--- config.mk ---
export PLATFORM = sky130hd
export DESIGN_NAME = issue_top
export DESIGN_NICKNAME = d
export VERILOG_FILES = /design/src/source/issue_pkg.sv /design/src/source/issue_ifs.sv /design/src/source/instr_buffer.sv /design/src/source/wave_wait.sv /design/src/source/issue_arbiter.sv /design/src/source/issue_top.sv
export SDC_FILE = /design/constraint.sdc
export NUM_CORES = 1
export LEC_CHECK = 0
export BUFFER_PORTS_ARGS = -buffer_cell sky130_fd_sc_hd__buf_2
export CAP_MARGIN = 20
export CORE_MARGIN = 4
export CORE_UTILIZATION = 50
export DETAILED_ROUTE_END_ITERATION = 10
export GPL_TIMING_DRIVEN = 0
export PLACE_DENSITY = 0.71
export REMOVE_ABC_BUFFERS = 1
export SYNTH_ARGS = -nofsm -noshare
export SYNTH_HDL_FRONTEND = slang
export SYNTH_SLANG_ARGS = --single-unit
--- constraint.sdc ---
create_clock -name clk -period 6.9 [get_ports clk]
set_input_delay 1.035 -clock clk [delete_from_list [all_inputs] [get_ports clk]]
set_output_delay 1.035 -clock clk [all_outputs]
set_load 0.1 [all_outputs]
--- src/source/issue_pkg.sv ---
`default_nettype none

package issue_pkg;

   // Instruction field widths
   localparam int OPCODE_W = 32;
   localparam int PC_W = 32;
   localparam int IMM_W = 16;

   // Default wavefront count per compute unit, any value of 2 or more works
   localparam int DEF_WF_PER_CU = 8;

   // Outstanding LSU operations allowed per wavefront
   localparam int DEF_MEM_MAX_INFLIGHT = 3;

endpackage

`default_nettype wire

--- src/source/issue_ifs.sv ---
`timescale 1ns/1ps
`default_nettype none

// Current slot contents, one entry per wavefront
interface slot_if #(
   parameter int WF_PER_CU = issue_pkg::DEF_WF_PER_CU
);
   import issue_pkg::*;

   logic [WF_PER_CU-1:0] valid;
   logic [WF_PER_CU-1:0] is_lsu;
   logic [WF_PER_CU-1:0] is_branch;
   logic [WF_PER_CU-1:0][OPCODE_W-1:0] opcode;
   logic [WF_PER_CU-1:0][PC_W-1:0] pc;
   logic [WF_PER_CU-1:0][IMM_W-1:0] imm;

   modport source (output valid, is_lsu, is_branch, opcode, pc, imm);
   modport sink (input valid, is_lsu, is_branch, opcode, pc, imm);
endinterface

// Picks of this cycle, acted on at the next edge
interface grant_if #(
   parameter int WF_PER_CU = issue_pkg::DEF_WF_PER_CU
);
   localparam int WID_W = $clog2(WF_PER_CU);

   logic pick_alu;
   logic [WID_W-1:0] pick_alu_wfid;
   logic pick_alu_branch;
   logic pick_lsu;
   logic [WID_W-1:0] pick_lsu_wfid;

   modport arbiter (output pick_alu, pick_alu_wfid, pick_alu_branch, pick_lsu, pick_lsu_wfid);
   modport buffer (input pick_alu, pick_alu_wfid, pick_lsu, pick_lsu_wfid);
   modport tracker (input pick_alu, pick_alu_wfid, pick_alu_branch, pick_lsu, pick_lsu_wfid);
endinterface

`default_nettype wire

--- src/source/instr_buffer.sv ---
`timescale 1ns/1ps
`default_nettype none

module instr_buffer #(
   parameter int WF_PER_CU = issue_pkg::DEF_WF_PER_CU,
   localparam int WID_W = $clog2(WF_PER_CU)
) (
   input wire logic clk,
   input wire logic rst_n,
   input wire logic decode_valid,
   input wire logic [WID_W-1:0] decode_wfid,
   input wire logic decode_lsu,
   input wire logic decode_branch,
   input wire logic [issue_pkg::OPCODE_W-1:0] decode_opcode,
   input wire logic [issue_pkg::PC_W-1:0] decode_instr_pc,
   input wire logic [issue_pkg::IMM_W-1:0] decode_imm_value,
   slot_if.source slot,
   grant_if.buffer grant,
   output logic [WF_PER_CU-1:0] wave_valid_entries
);
   import issue_pkg::*;

   // Input flops
   logic f_valid;
   logic [WID_W-1:0] f_wfid;
   logic f_lsu;
   logic f_branch;
   logic [OPCODE_W-1:0] f_opcode;
   logic [PC_W-1:0] f_pc;
   logic [IMM_W-1:0] f_imm;

   // Slot storage
   logic [WF_PER_CU-1:0] valid_q;
   logic [WF_PER_CU-1:0] lsu_q;
   logic [WF_PER_CU-1:0] branch_q;
   logic [WF_PER_CU-1:0][OPCODE_W-1:0] opcode_q;
   logic [WF_PER_CU-1:0][PC_W-1:0] pc_q;
   logic [WF_PER_CU-1:0][IMM_W-1:0] imm_q;

   always_ff @(posedge clk or negedge rst_n) begin
      if (!rst_n) begin
         f_valid <= 1'b0;
      end else begin
         f_valid <= decode_valid;
      end
   end

   always_ff @(posedge clk) begin
      f_wfid <= decode_wfid;
      f_lsu <= decode_lsu;
      f_branch <= decode_branch;
      f_opcode <= decode_opcode;
      f_pc <= decode_instr_pc;
      f_imm <= decode_imm_value;
   end

   // Issued waves drop out, a new decode takes the slot
   always_ff @(posedge clk or negedge rst_n) begin
      if (!rst_n) begin
         valid_q <= '0;
      end else begin
         if (grant.pick_alu)
            valid_q[grant.pick_alu_wfid] <= 1'b0;
         if (grant.pick_lsu)
            valid_q[grant.pick_lsu_wfid] <= 1'b0;
         if (f_valid)
            valid_q[f_wfid] <= 1'b1;
      end
   end

   always_ff @(posedge clk) begin
      if (f_valid) begin
         lsu_q[f_wfid] <= f_lsu;
         branch_q[f_wfid] <= f_branch;
         opcode_q[f_wfid] <= f_opcode;
         pc_q[f_wfid] <= f_pc;
         imm_q[f_wfid] <= f_imm;
      end
   end

   assign slot.valid = valid_q;
   assign slot.is_lsu = lsu_q;
   assign slot.is_branch = branch_q;
   assign slot.opcode = opcode_q;
   assign slot.pc = pc_q;
   assign slot.imm = imm_q;

   assign wave_valid_entries = valid_q;

endmodule

`default_nettype wire

--- src/source/wave_wait.sv ---
`timescale 1ns/1ps
`default_nettype none

module wave_wait #(
   parameter int WF_PER_CU = issue_pkg::DEF_WF_PER_CU,
   parameter int MEM_MAX_INFLIGHT = issue_pkg::DEF_MEM_MAX_INFLIGHT,
   localparam int WID_W = $clog2(WF_PER_CU)
) (
   input wire logic clk,
   input wire logic rst_n,
   input wire logic salu_branch_en,
   input wire logic [WID_W-1:0] salu_branch_wfid,
   input wire logic lsu_done,
   input wire logic [WID_W-1:0] lsu_done_wfid,
   grant_if.tracker grant,
   output logic [WF_PER_CU-1:0] alu_block,
   output logic [WF_PER_CU-1:0] lsu_block
);
   localparam int CNT_W = $clog2(MEM_MAX_INFLIGHT + 1);

   logic f_branch_en;
   logic [WID_W-1:0] f_branch_wfid;
   logic f_done;
   logic [WID_W-1:0] f_done_wfid;

   logic [WF_PER_CU-1:0] pending_branch;
   logic [CNT_W-1:0] mem_cnt [WF_PER_CU];

   always_ff @(posedge clk or negedge rst_n) begin
      if (!rst_n) begin
         f_branch_en <= 1'b0;
         f_done <= 1'b0;
      end else begin
         f_branch_en <= salu_branch_en;
         f_done <= lsu_done;
      end
   end

   always_ff @(posedge clk) begin
      f_branch_wfid <= salu_branch_wfid;
      f_done_wfid <= lsu_done_wfid;
   end

   always_ff @(posedge clk or negedge rst_n) begin
      if (!rst_n) begin
         pending_branch <= '0;
         for (int w = 0; w < WF_PER_CU; w++)
            mem_cnt[w] <= '0;
      end else begin
         // Resolution first, a new branch pick overrides
         if (f_branch_en)
            pending_branch[f_branch_wfid] <= 1'b0;
         if (grant.pick_alu && grant.pick_alu_branch)
            pending_branch[grant.pick_alu_wfid] <= 1'b1;
         for (int w = 0; w < WF_PER_CU; w++) begin
            if (grant.pick_lsu && grant.pick_lsu_wfid == WID_W'(w)) begin
               if (!(f_done && f_done_wfid == WID_W'(w)))
                  mem_cnt[w] <= mem_cnt[w] + 1'b1;
            end else if (f_done && f_done_wfid == WID_W'(w)) begin
               mem_cnt[w] <= mem_cnt[w] - 1'b1;
            end
         end
      end
   end

   always_comb begin
      alu_block = pending_branch;
      for (int w = 0; w < WF_PER_CU; w++)
         lsu_block[w] = pending_branch[w] || (mem_cnt[w] == CNT_W'(MEM_MAX_INFLIGHT));
   end

endmodule

`default_nettype wire

--- src/source/issue_arbiter.sv ---
`timescale 1ns/1ps
`default_nettype none

module issue_arbiter #(
   parameter int WF_PER_CU = issue_pkg::DEF_WF_PER_CU,
   localparam int WID_W = $clog2(WF_PER_CU)
) (
   input wire logic clk,
   input wire logic rst_n,
   input wire logic alu_ready,
   input wire logic lsu_ready,
   input wire logic [WF_PER_CU-1:0] alu_block,
   input wire logic [WF_PER_CU-1:0] lsu_block,
   slot_if.sink slot,
   grant_if.arbiter grant,
   output logic alu_select,
   output logic [WID_W-1:0] alu_wfid,
   output logic [issue_pkg::OPCODE_W-1:0] alu_opcode,
   output logic [issue_pkg::PC_W-1:0] alu_instr_pc,
   output logic [issue_pkg::IMM_W-1:0] alu_imm_value,
   output logic lsu_select,
   output logic [WID_W-1:0] lsu_wfid,
   output logic [issue_pkg::OPCODE_W-1:0] lsu_opcode,
   output logic [issue_pkg::PC_W-1:0] lsu_instr_pc,
   output logic [issue_pkg::IMM_W-1:0] lsu_imm_value
);
   logic [WF_PER_CU-1:0] alu_eligible;
   logic [WF_PER_CU-1:0] lsu_eligible;
   logic [WID_W-1:0] alu_last;
   logic [WID_W-1:0] lsu_last;
   logic [WID_W:0] alu_find;
   logic [WID_W:0] lsu_find;

   // First request after last, returned as {found, index}
   function automatic logic [WID_W:0] rr_find(input logic [WF_PER_CU-1:0] req,
                                              input logic [WID_W-1:0] last);
      logic [WID_W:0] result;
      int k;
      int idx;
      result = '0;
      for (k = WF_PER_CU; k >= 1; k--) begin
         idx = (int'(last) + k) % WF_PER_CU;
         if (req[idx])
            result = {1'b1, WID_W'(idx)};
      end
      return result;
   endfunction

   assign alu_eligible = slot.valid & ~slot.is_lsu & ~alu_block & {WF_PER_CU{alu_ready}};
   assign lsu_eligible = slot.valid & slot.is_lsu & ~lsu_block & {WF_PER_CU{lsu_ready}};

   assign alu_find = rr_find(alu_eligible, alu_last);
   assign lsu_find = rr_find(lsu_eligible, lsu_last);

   assign grant.pick_alu = alu_find[WID_W];
   assign grant.pick_alu_wfid = alu_find[WID_W-1:0];
   assign grant.pick_alu_branch = slot.is_branch[alu_find[WID_W-1:0]];
   assign grant.pick_lsu = lsu_find[WID_W];
   assign grant.pick_lsu_wfid = lsu_find[WID_W-1:0];

   // Search starts at wave 0 after reset
   always_ff @(posedge clk or negedge rst_n) begin
      if (!rst_n) begin
         alu_last <= WID_W'(WF_PER_CU - 1);
         lsu_last <= WID_W'(WF_PER_CU - 1);
         alu_select <= 1'b0;
         lsu_select <= 1'b0;
      end else begin
         alu_select <= grant.pick_alu;
         lsu_select <= grant.pick_lsu;
         if (grant.pick_alu)
            alu_last <= grant.pick_alu_wfid;
         if (grant.pick_lsu)
            lsu_last <= grant.pick_lsu_wfid;
      end
   end

   always_ff @(posedge clk) begin
      if (grant.pick_alu) begin
         alu_wfid <= grant.pick_alu_wfid;
         alu_opcode <= slot.opcode[grant.pick_alu_wfid];
         alu_instr_pc <= slot.pc[grant.pick_alu_wfid];
         alu_imm_value <= slot.imm[grant.pick_alu_wfid];
      end
      if (grant.pick_lsu) begin
         lsu_wfid <= grant.pick_lsu_wfid;
         lsu_opcode <= slot.opcode[grant.pick_lsu_wfid];
         lsu_instr_pc <= slot.pc[grant.pick_lsu_wfid];
         lsu_imm_value <= slot.imm[grant.pick_lsu_wfid];
      end
   end

endmodule

`default_nettype wire

--- src/source/issue_top.sv ---
`timescale 1ns/1ps
`default_nettype none

module issue_top #(
   parameter int WF_PER_CU = issue_pkg::DEF_WF_PER_CU,
   parameter int MEM_MAX_INFLIGHT = issue_pkg::DEF_MEM_MAX_INFLIGHT,
   localparam int WID_W = $clog2(WF_PER_CU)
) (
   input wire logic clk,
   input wire logic rst_n,
   input wire logic decode_valid,
   input wire logic [WID_W-1:0] decode_wfid,
   input wire logic decode_lsu,
   input wire logic decode_branch,
   input wire logic [issue_pkg::OPCODE_W-1:0] decode_opcode,
   input wire logic [issue_pkg::PC_W-1:0] decode_instr_pc,
   input wire logic [issue_pkg::IMM_W-1:0] decode_imm_value,
   input wire logic alu_ready,
   input wire logic lsu_ready,
   input wire logic salu_branch_en,
   input wire logic [WID_W-1:0] salu_branch_wfid,
   input wire logic lsu_done,
   input wire logic [WID_W-1:0] lsu_done_wfid,
   output logic alu_select,
   output logic [WID_W-1:0] alu_wfid,
   output logic [issue_pkg::OPCODE_W-1:0] alu_opcode,
   output logic [issue_pkg::PC_W-1:0] alu_instr_pc,
   output logic [issue_pkg::IMM_W-1:0] alu_imm_value,
   output logic lsu_select,
   output logic [WID_W-1:0] lsu_wfid,
   output logic [issue_pkg::OPCODE_W-1:0] lsu_opcode,
   output logic [issue_pkg::PC_W-1:0] lsu_instr_pc,
   output logic [issue_pkg::IMM_W-1:0] lsu_imm_value,
   output logic [WF_PER_CU-1:0] wave_valid_entries
);
   logic [WF_PER_CU-1:0] alu_block;
   logic [WF_PER_CU-1:0] lsu_block;

   slot_if #(.WF_PER_CU(WF_PER_CU)) slot_bus ();
   grant_if #(.WF_PER_CU(WF_PER_CU)) grant_bus ();

   instr_buffer #(.WF_PER_CU(WF_PER_CU)) u_buffer (
      .clk(clk),
      .rst_n(rst_n),
      .decode_valid(decode_valid),
      .decode_wfid(decode_wfid),
      .decode_lsu(decode_lsu),
      .decode_branch(decode_branch),
      .decode_opcode(decode_opcode),
      .decode_instr_pc(decode_instr_pc),
      .decode_imm_value(decode_imm_value),
      .slot(slot_bus.source),
      .grant(grant_bus.buffer),
      .wave_valid_entries(wave_valid_entries)
   );

   wave_wait #(
      .WF_PER_CU(WF_PER_CU),
      .MEM_MAX_INFLIGHT(MEM_MAX_INFLIGHT)
   ) u_wait (
      .clk(clk),
      .rst_n(rst_n),
      .salu_branch_en(salu_branch_en),
      .salu_branch_wfid(salu_branch_wfid),
      .lsu_done(lsu_done),
      .lsu_done_wfid(lsu_done_wfid),
      .grant(grant_bus.tracker),
      .alu_block(alu_block),
      .lsu_block(lsu_block)
   );

   issue_arbiter #(.WF_PER_CU(WF_PER_CU)) u_arbiter (
      .clk(clk),
      .rst_n(rst_n),
      .alu_ready(alu_ready),
      .lsu_ready(lsu_ready),
      .alu_block(alu_block),
      .lsu_block(lsu_block),
      .slot(slot_bus.sink),
      .grant(grant_bus.arbiter),
      .alu_select(alu_select),
      .alu_wfid(alu_wfid),
      .alu_opcode(alu_opcode),
      .alu_instr_pc(alu_instr_pc),
      .alu_imm_value(alu_imm_value),
      .lsu_select(lsu_select),
      .lsu_wfid(lsu_wfid),
      .lsu_opcode(lsu_opcode),
      .lsu_instr_pc(lsu_instr_pc),
      .lsu_imm_value(lsu_imm_value)
   );

endmodule

`default_nettype wire

# == Word level (Yosys, flattened, before mapping) ==
# Cells that the tools add are included.
# word_totals
inputBits,98
register_bits,956
memories,0
ramBits,0
mem_bits_ro,0
latch_bits,0
word_cells,365
# classes
n_eq_ne,30
order_cmp,24
bitwise,33
addsub,32
multipliers,0
shifts,0
mux,124
div_mod_pow,0
n_reduce_logical,63
# op_table
cell,n
bitwise mux 256 bit,2
binary-select mux 32 bit (select 3 bit),4
2-to-1 mux 32 bit,5
bitwise mux 128 bit,1
binary-select mux 16 bit (select 3 bit),2
demux 32 bit (select 3 bit),1
"less-than comparator 4 x 5 -> 1 bit, second input constant",16
AND 8 bit,9
2-to-1 mux 4 bit,16
binary-select mux 1 bit (select 3 bit),17
demux 16 bit (select 3 bit),1
2-to-1 mux 16 bit,3
2-to-1 mux 2 bit,24
inverter 8 bit,6
OR reduction 3 bit,16
2-to-1 mux 8 bit,5
2-to-1 mux 1 bit,37
"adder 3 bit, second input constant",8
"== test 3 bit, second input constant",8
logical AND 1 bit,21
"adder 2 x 1 -> 2 bit, second input constant",8
"AND 1 bit, first input constant",16
bitwise mux 8 bit,2
"== test 2 bit, second input constant",8
14 further kinds,70

# == Longest topological paths before layout ==
# logic_depth
word_depth,26
depth_mapped,18
mapped_depth_nobuf,12

# == Cells and area by module ==
# A second synthesis with hierarchy kept.
# hier_totals
cells_unflattened,3882
hier_area_um2,48743.0
# modules_own_cells
mod,n_inst,area_each_um2,seq_area_each_um2,cells_per_inst
issue_arbiter,1,25087.8,5192.5,2927
instr_buffer,1,22022.4,21625.7,801
wave_wait,1,1632.8,770.7,154

# == Least setup slack after synthesis ==
# Ideal clock, no wire load.
# synth_timing
path_kind,reg-to-reg
from,register u_buffer.f_wfid[1] (netlist name)
to,"register u_buffer.imm_q, in the netlist u_buffer.slot.imm[0], enable pin"
path_stages_with_launch,3
path_buffers,0
setup_slack_ps,180
synth_period_minus_slack_ps,6720
arrival_ps,6094
path_cell_list,dfxtp_1 -> nand2b_1 -> nor3_1
# synth_lines
element,line,source
end signal: indexed assignment,instr_buffer.sv:77,imm_q[f_wfid] <= f_imm;
end: declaration,instr_buffer.sv:38,logic [WF_PER_CU-1:0][IMM_W-1:0] imm_q;

# == Worst setup path in the final report ==
# layout_timing
from,register u_arbiter.alu_last[0]
to,"register u_arbiter.alu_instr_pc[11] (netlist name), data pin"
# layout_between
elab_chain_cells,14
# layout_lines
element,line,source
start: declaration,issue_arbiter.sv:29,logic [WID_W-1:0] alu_last;
start signal: assignment,issue_arbiter.sv:64,alu_last <= WID_W'(WF_PER_CU - 1);
start signal: assignment,issue_arbiter.sv:72,alu_last <= grant.pick_alu_wfid;
adder 3 x 1 -> 3 bit,issue_arbiter.sv:42,idx = (int'(last) + k) % WF_PER_CU;
binary-select mux 1 bit (select 3 bit),issue_arbiter.sv:43,if (req[idx])
2-to-1 mux 1 bit (not written as such) (2 in series),issue_arbiter.sv:43,
2-to-1 mux 4 bit (7 in series),issue_arbiter.sv:43,
2-to-1 mux 4 bit *,issue_arbiter.sv:43,
binary-select mux 32 bit (select 3 bit) *,issue_arbiter.sv:82,alu_instr_pc <= slot.pc[grant.pick_alu_wfid];
2-to-1 mux 32 bit (not written as such) *,issue_arbiter.sv:82,
end signal: assignment,issue_arbiter.sv:82,
end: declaration,issue_arbiter.sv:19,"output logic [issue_pkg::PC_W-1:0] alu_instr_pc,"
# Every way passes the cells marked *; elsewhere a longest branch is shown, timed or not. The select of a mux whose other input is x is not followed.
# A chain may end at the register's enable or synchronous reset.

==> flow_metrics.tcl <==
set metrics [dict create \
    outcome "completed" \
    grt_first_pass_wirelength_um 173000 \
    finalWeightedCongestion 0.853 \
    r2r_end "u_arbiter.alu_instr_pc[11]" \
    via_count 27000 \
    synth-main-ff-cell "edfxtp_1" \
    rsz0062_at_grt "no" \
    syn_area_um2 43300 \
    htree_levels 3 \
    crit_cells 15 \
    syn2layout_area_growth_pct 17.7 \
    async_reset_ff_frac 0.0450 \
    cp_common_cell "buf_16" \
    cp_max_fo 82 \
    crit_family "compound AO/OA/AOI/OAI gates" \
    numPortBuffers 273 \
    finalMaxSlewViolations 0 \
    numCtsBuffers 99 \
    cts_buffer_depth 3 \
    wl_met1_um 48000 \
    grt_max_degree 90 \
    slowest_stage "dfstp_2" \
    yosys.area.top_type_share 0.570 \
    yosys_warnings 0 \
    dp_cells 4138 \
    ys_types 94 \
    dp_slack_ns -0.868 \
    ff2ff_path_depth 15 \
    highest_layer "met5" \
    wl_met2_um 58900 \
    syn_avg_cell_area_um2 15.9 \
    die_h_um 302 \
    r2r_start "u_arbiter.alu_last[0]" \
    max_stage_delay_ns 0.78 \
    wire_per_inst_um 27.5 \
    die_x_um 302 \
    synth_top_cell_by_area "edfxtp_1" \
    routed-wl-met3_um 8620 \
    endpoint_kind "flop" \
    die_area_um2 91400 \
    first_iter_violations 2454 \
    first_pass_iters 5 \
    rows 107 \
    hp-class "in2async" \
    fin_skew_ns 0.0497 \
    pin_count 274 \
    cts_tree "built" \
    fin_ws_ns 0.252 \
    r2r_setup_slack_ns 0.25 \
    fin_util 0.596 \
    synth.area.top_cells "edfxtp_1, mux2i_1, dfxtp_1, mux2_2, a221oi_2" \
    synthCells 2733 \
    path_buf_inv 5 \
    core_um2 85500 \
    cts.clk_slew.worst_paths_ns 0.06 \
    cts-root-buf "clkbuf_16" \
    fillers 6305 \
    vias_per_cell 6.22 \
    path_cells "inv_1, ha_2, nor4bb_1, o21a_1, o21ai_0, nor4bb_1, o311ai_2, a211o_4, buf_16, and2_4, buf_16, inv_12, buf_16, mux2_1, a221oi_1" \
    hold_viol 0 \
    gr-usage-all-layers 0.253 \
    num-nets-final 3204 \
    ys_ff_latch 956 \
    drtAntennaViolNets 0 \
    grt_pass1_vias 28200 \
    period_share 0.964 \
    dp_hpwl_um 75500 \
    layout-drive-gt1-share 0.277 \
    grt_antenna_before_repair 5 \
    final_cells 4334 \
    crit_path_start_kind "flop" \
    start_util 0.506 \
    overflow 0 \
    fmax_ghz 0.150 \
    tightest_slew_ns 0.911 \
    clk_latency_ns 0.69 \
    clkSinkCount 956 \
    ys_seq_area_frac 0.637 \
    crit_arrival_ns 7.12 \
    path_class "reg2reg" \
    wl_um 119000 \
    slew_headroom 0.392 \
    period_needed_ns 6.65 \
    remaining_drc_errors 0 \
    synth-edff-count 822 \
    setup_viol 0 \
    drv_cap 0 \
    critPathRequiredTime_ns 7.37 \
]
-- Yosys cell counts (17+ instances only) --
cell type,n
edfxtp_1,822
mux2_2,140
and3_1,85
a221oi_1,20
inv_1,17
dfrtp_1,37
o21ai_0,23
nand3_1,18
a211oi_1,84
a221oi_2,71
mux2i_1,730
buf_2,88
clkbuf_1,59
nand2_1,53
dfxtp_1,91
a21oi_1,27
nor2_1,23
-- final cells by class --
type,count,area (um^2),share of cell area
diodes,3,7.51,0.000147
clock buffers,141,2720,0.0533
clock inverters,45,604,0.0119
inverters,23,111,0.00218
multi-input cells,1573,14800,0.291
flip-flops and latches,956,27600,0.541
well taps,1144,1430,0.0281
repair buffers,448,3680,0.0721
repair inverters,1,5.00,0.0000982
-- per-stage QoR --
stage	area [um^2]	hold WS, ns	setup TNS [ns]
after floorplan	42400	0.469	-4442.07
after global placement	45200	0.475	-
after detailed placement	47600	0.485	-8.09
after CTS	50900	0.395	0
after global routing	51000	0.248	0
final	51000	0.262	0
-- worst register-to-register path: cells and delay by family, from the launching register on --
kind                       cells  cell delay, ns
and+or+nand+nor                3            1.24
buffers and inverters          5            1.56
adders and majority gates      1            0.54
muxes                          1            0.40
AOI/OAI and AO/OA              5            1.93
DFF                            1            0.78
-- worst max-delay path by stage --
| stage | startpoint | to | slack, ns |
|---|---|---|---|
| final | u_arbiter.alu_last[0] | u_arbiter.alu_instr_pc[11] | 0.25 |
| after global routing | u_arbiter.alu_last[1] | u_arbiter.alu_instr_pc[11] | 0.002 |
| after CTS | u_arbiter.alu_last[0] | u_arbiter.alu_instr_pc[11] | 0.0003 |
| after detailed placement | u_arbiter.lsu_last[0] | u_arbiter.lsu_imm_value[10] | -0.87 |
| after global placement | u_arbiter.lsu_last[0] | u_buffer.slot.valid[0] | -54.58 |
| after floorplan | u_arbiter.lsu_last[0] | u_arbiter.lsu_wfid[1] | -37.66 |
-- routing by layer --
metal	vias up	GRT usage
met5	-	0
met4	2	0.0850
met3	239	0.0457
met2	1162	0.431
met1	13900	0.330
li1	11700	-
-- cell families after synthesis --
family          count (synthesis)  share of synthesized area
compound gates                352                     0.0739
xor+xnor                       19                    0.00401
fa+ha+maj                       4                    0.00116
buf+inv                       204                     0.0240
flops                         956                      0.637
mux                           910                      0.220
simple gates                  288                     0.0398
-- repair_timing --
action | 4_1_cts | 5_1_grt
buffers inserted | 1 | 3
setup endpoints to repair | 30 | 50
gates cloned | 0 | 2
resized for setup | 1 | 5
hold buffers | 0 | 0
pin swaps | 1 | 1
-- cell usage in the layout (no fill, tap or decap), types with 26 or more instances in the layout --
cell type,instances
a211oi_1,84
buf_4,26
clkbuf_1,34
edfxtp_1,822
dfrtp_1,37
and3_1,85
mux2i_1,730
buf_12,29
dfxtp_1,91
clkbuf_16,100
a21oi_1,27
mux2_2,140
nand2_1,53
buf_2,334
buf_16,34
a221oi_2,71
-- state kept, by name (all words and copies together), names as in the netlist, 8 cells and up --
name                     cells
u_arbiter.lsu_instr_pc      32
u_buffer.slot.imm          128
u_buffer.slot.is_branch      8
u_arbiter.lsu_imm_value     16
u_buffer.f_pc               32
u_wait.mem_cnt              16
u_buffer.slot.pc           256
u_buffer.f_opcode           32
u_buffer.slot.valid          8
u_arbiter.alu_imm_value     16
u_buffer.slot.opcode       256
u_arbiter.alu_instr_pc      32
u_arbiter.alu_opcode        32
u_arbiter.lsu_opcode        32
u_buffer.slot.is_lsu         8
u_wait.alu_block             8
u_buffer.f_imm              16
Power is not shown: default switching activity piles up to over one toggle a cycle in this logic, so the estimate is an artifact.
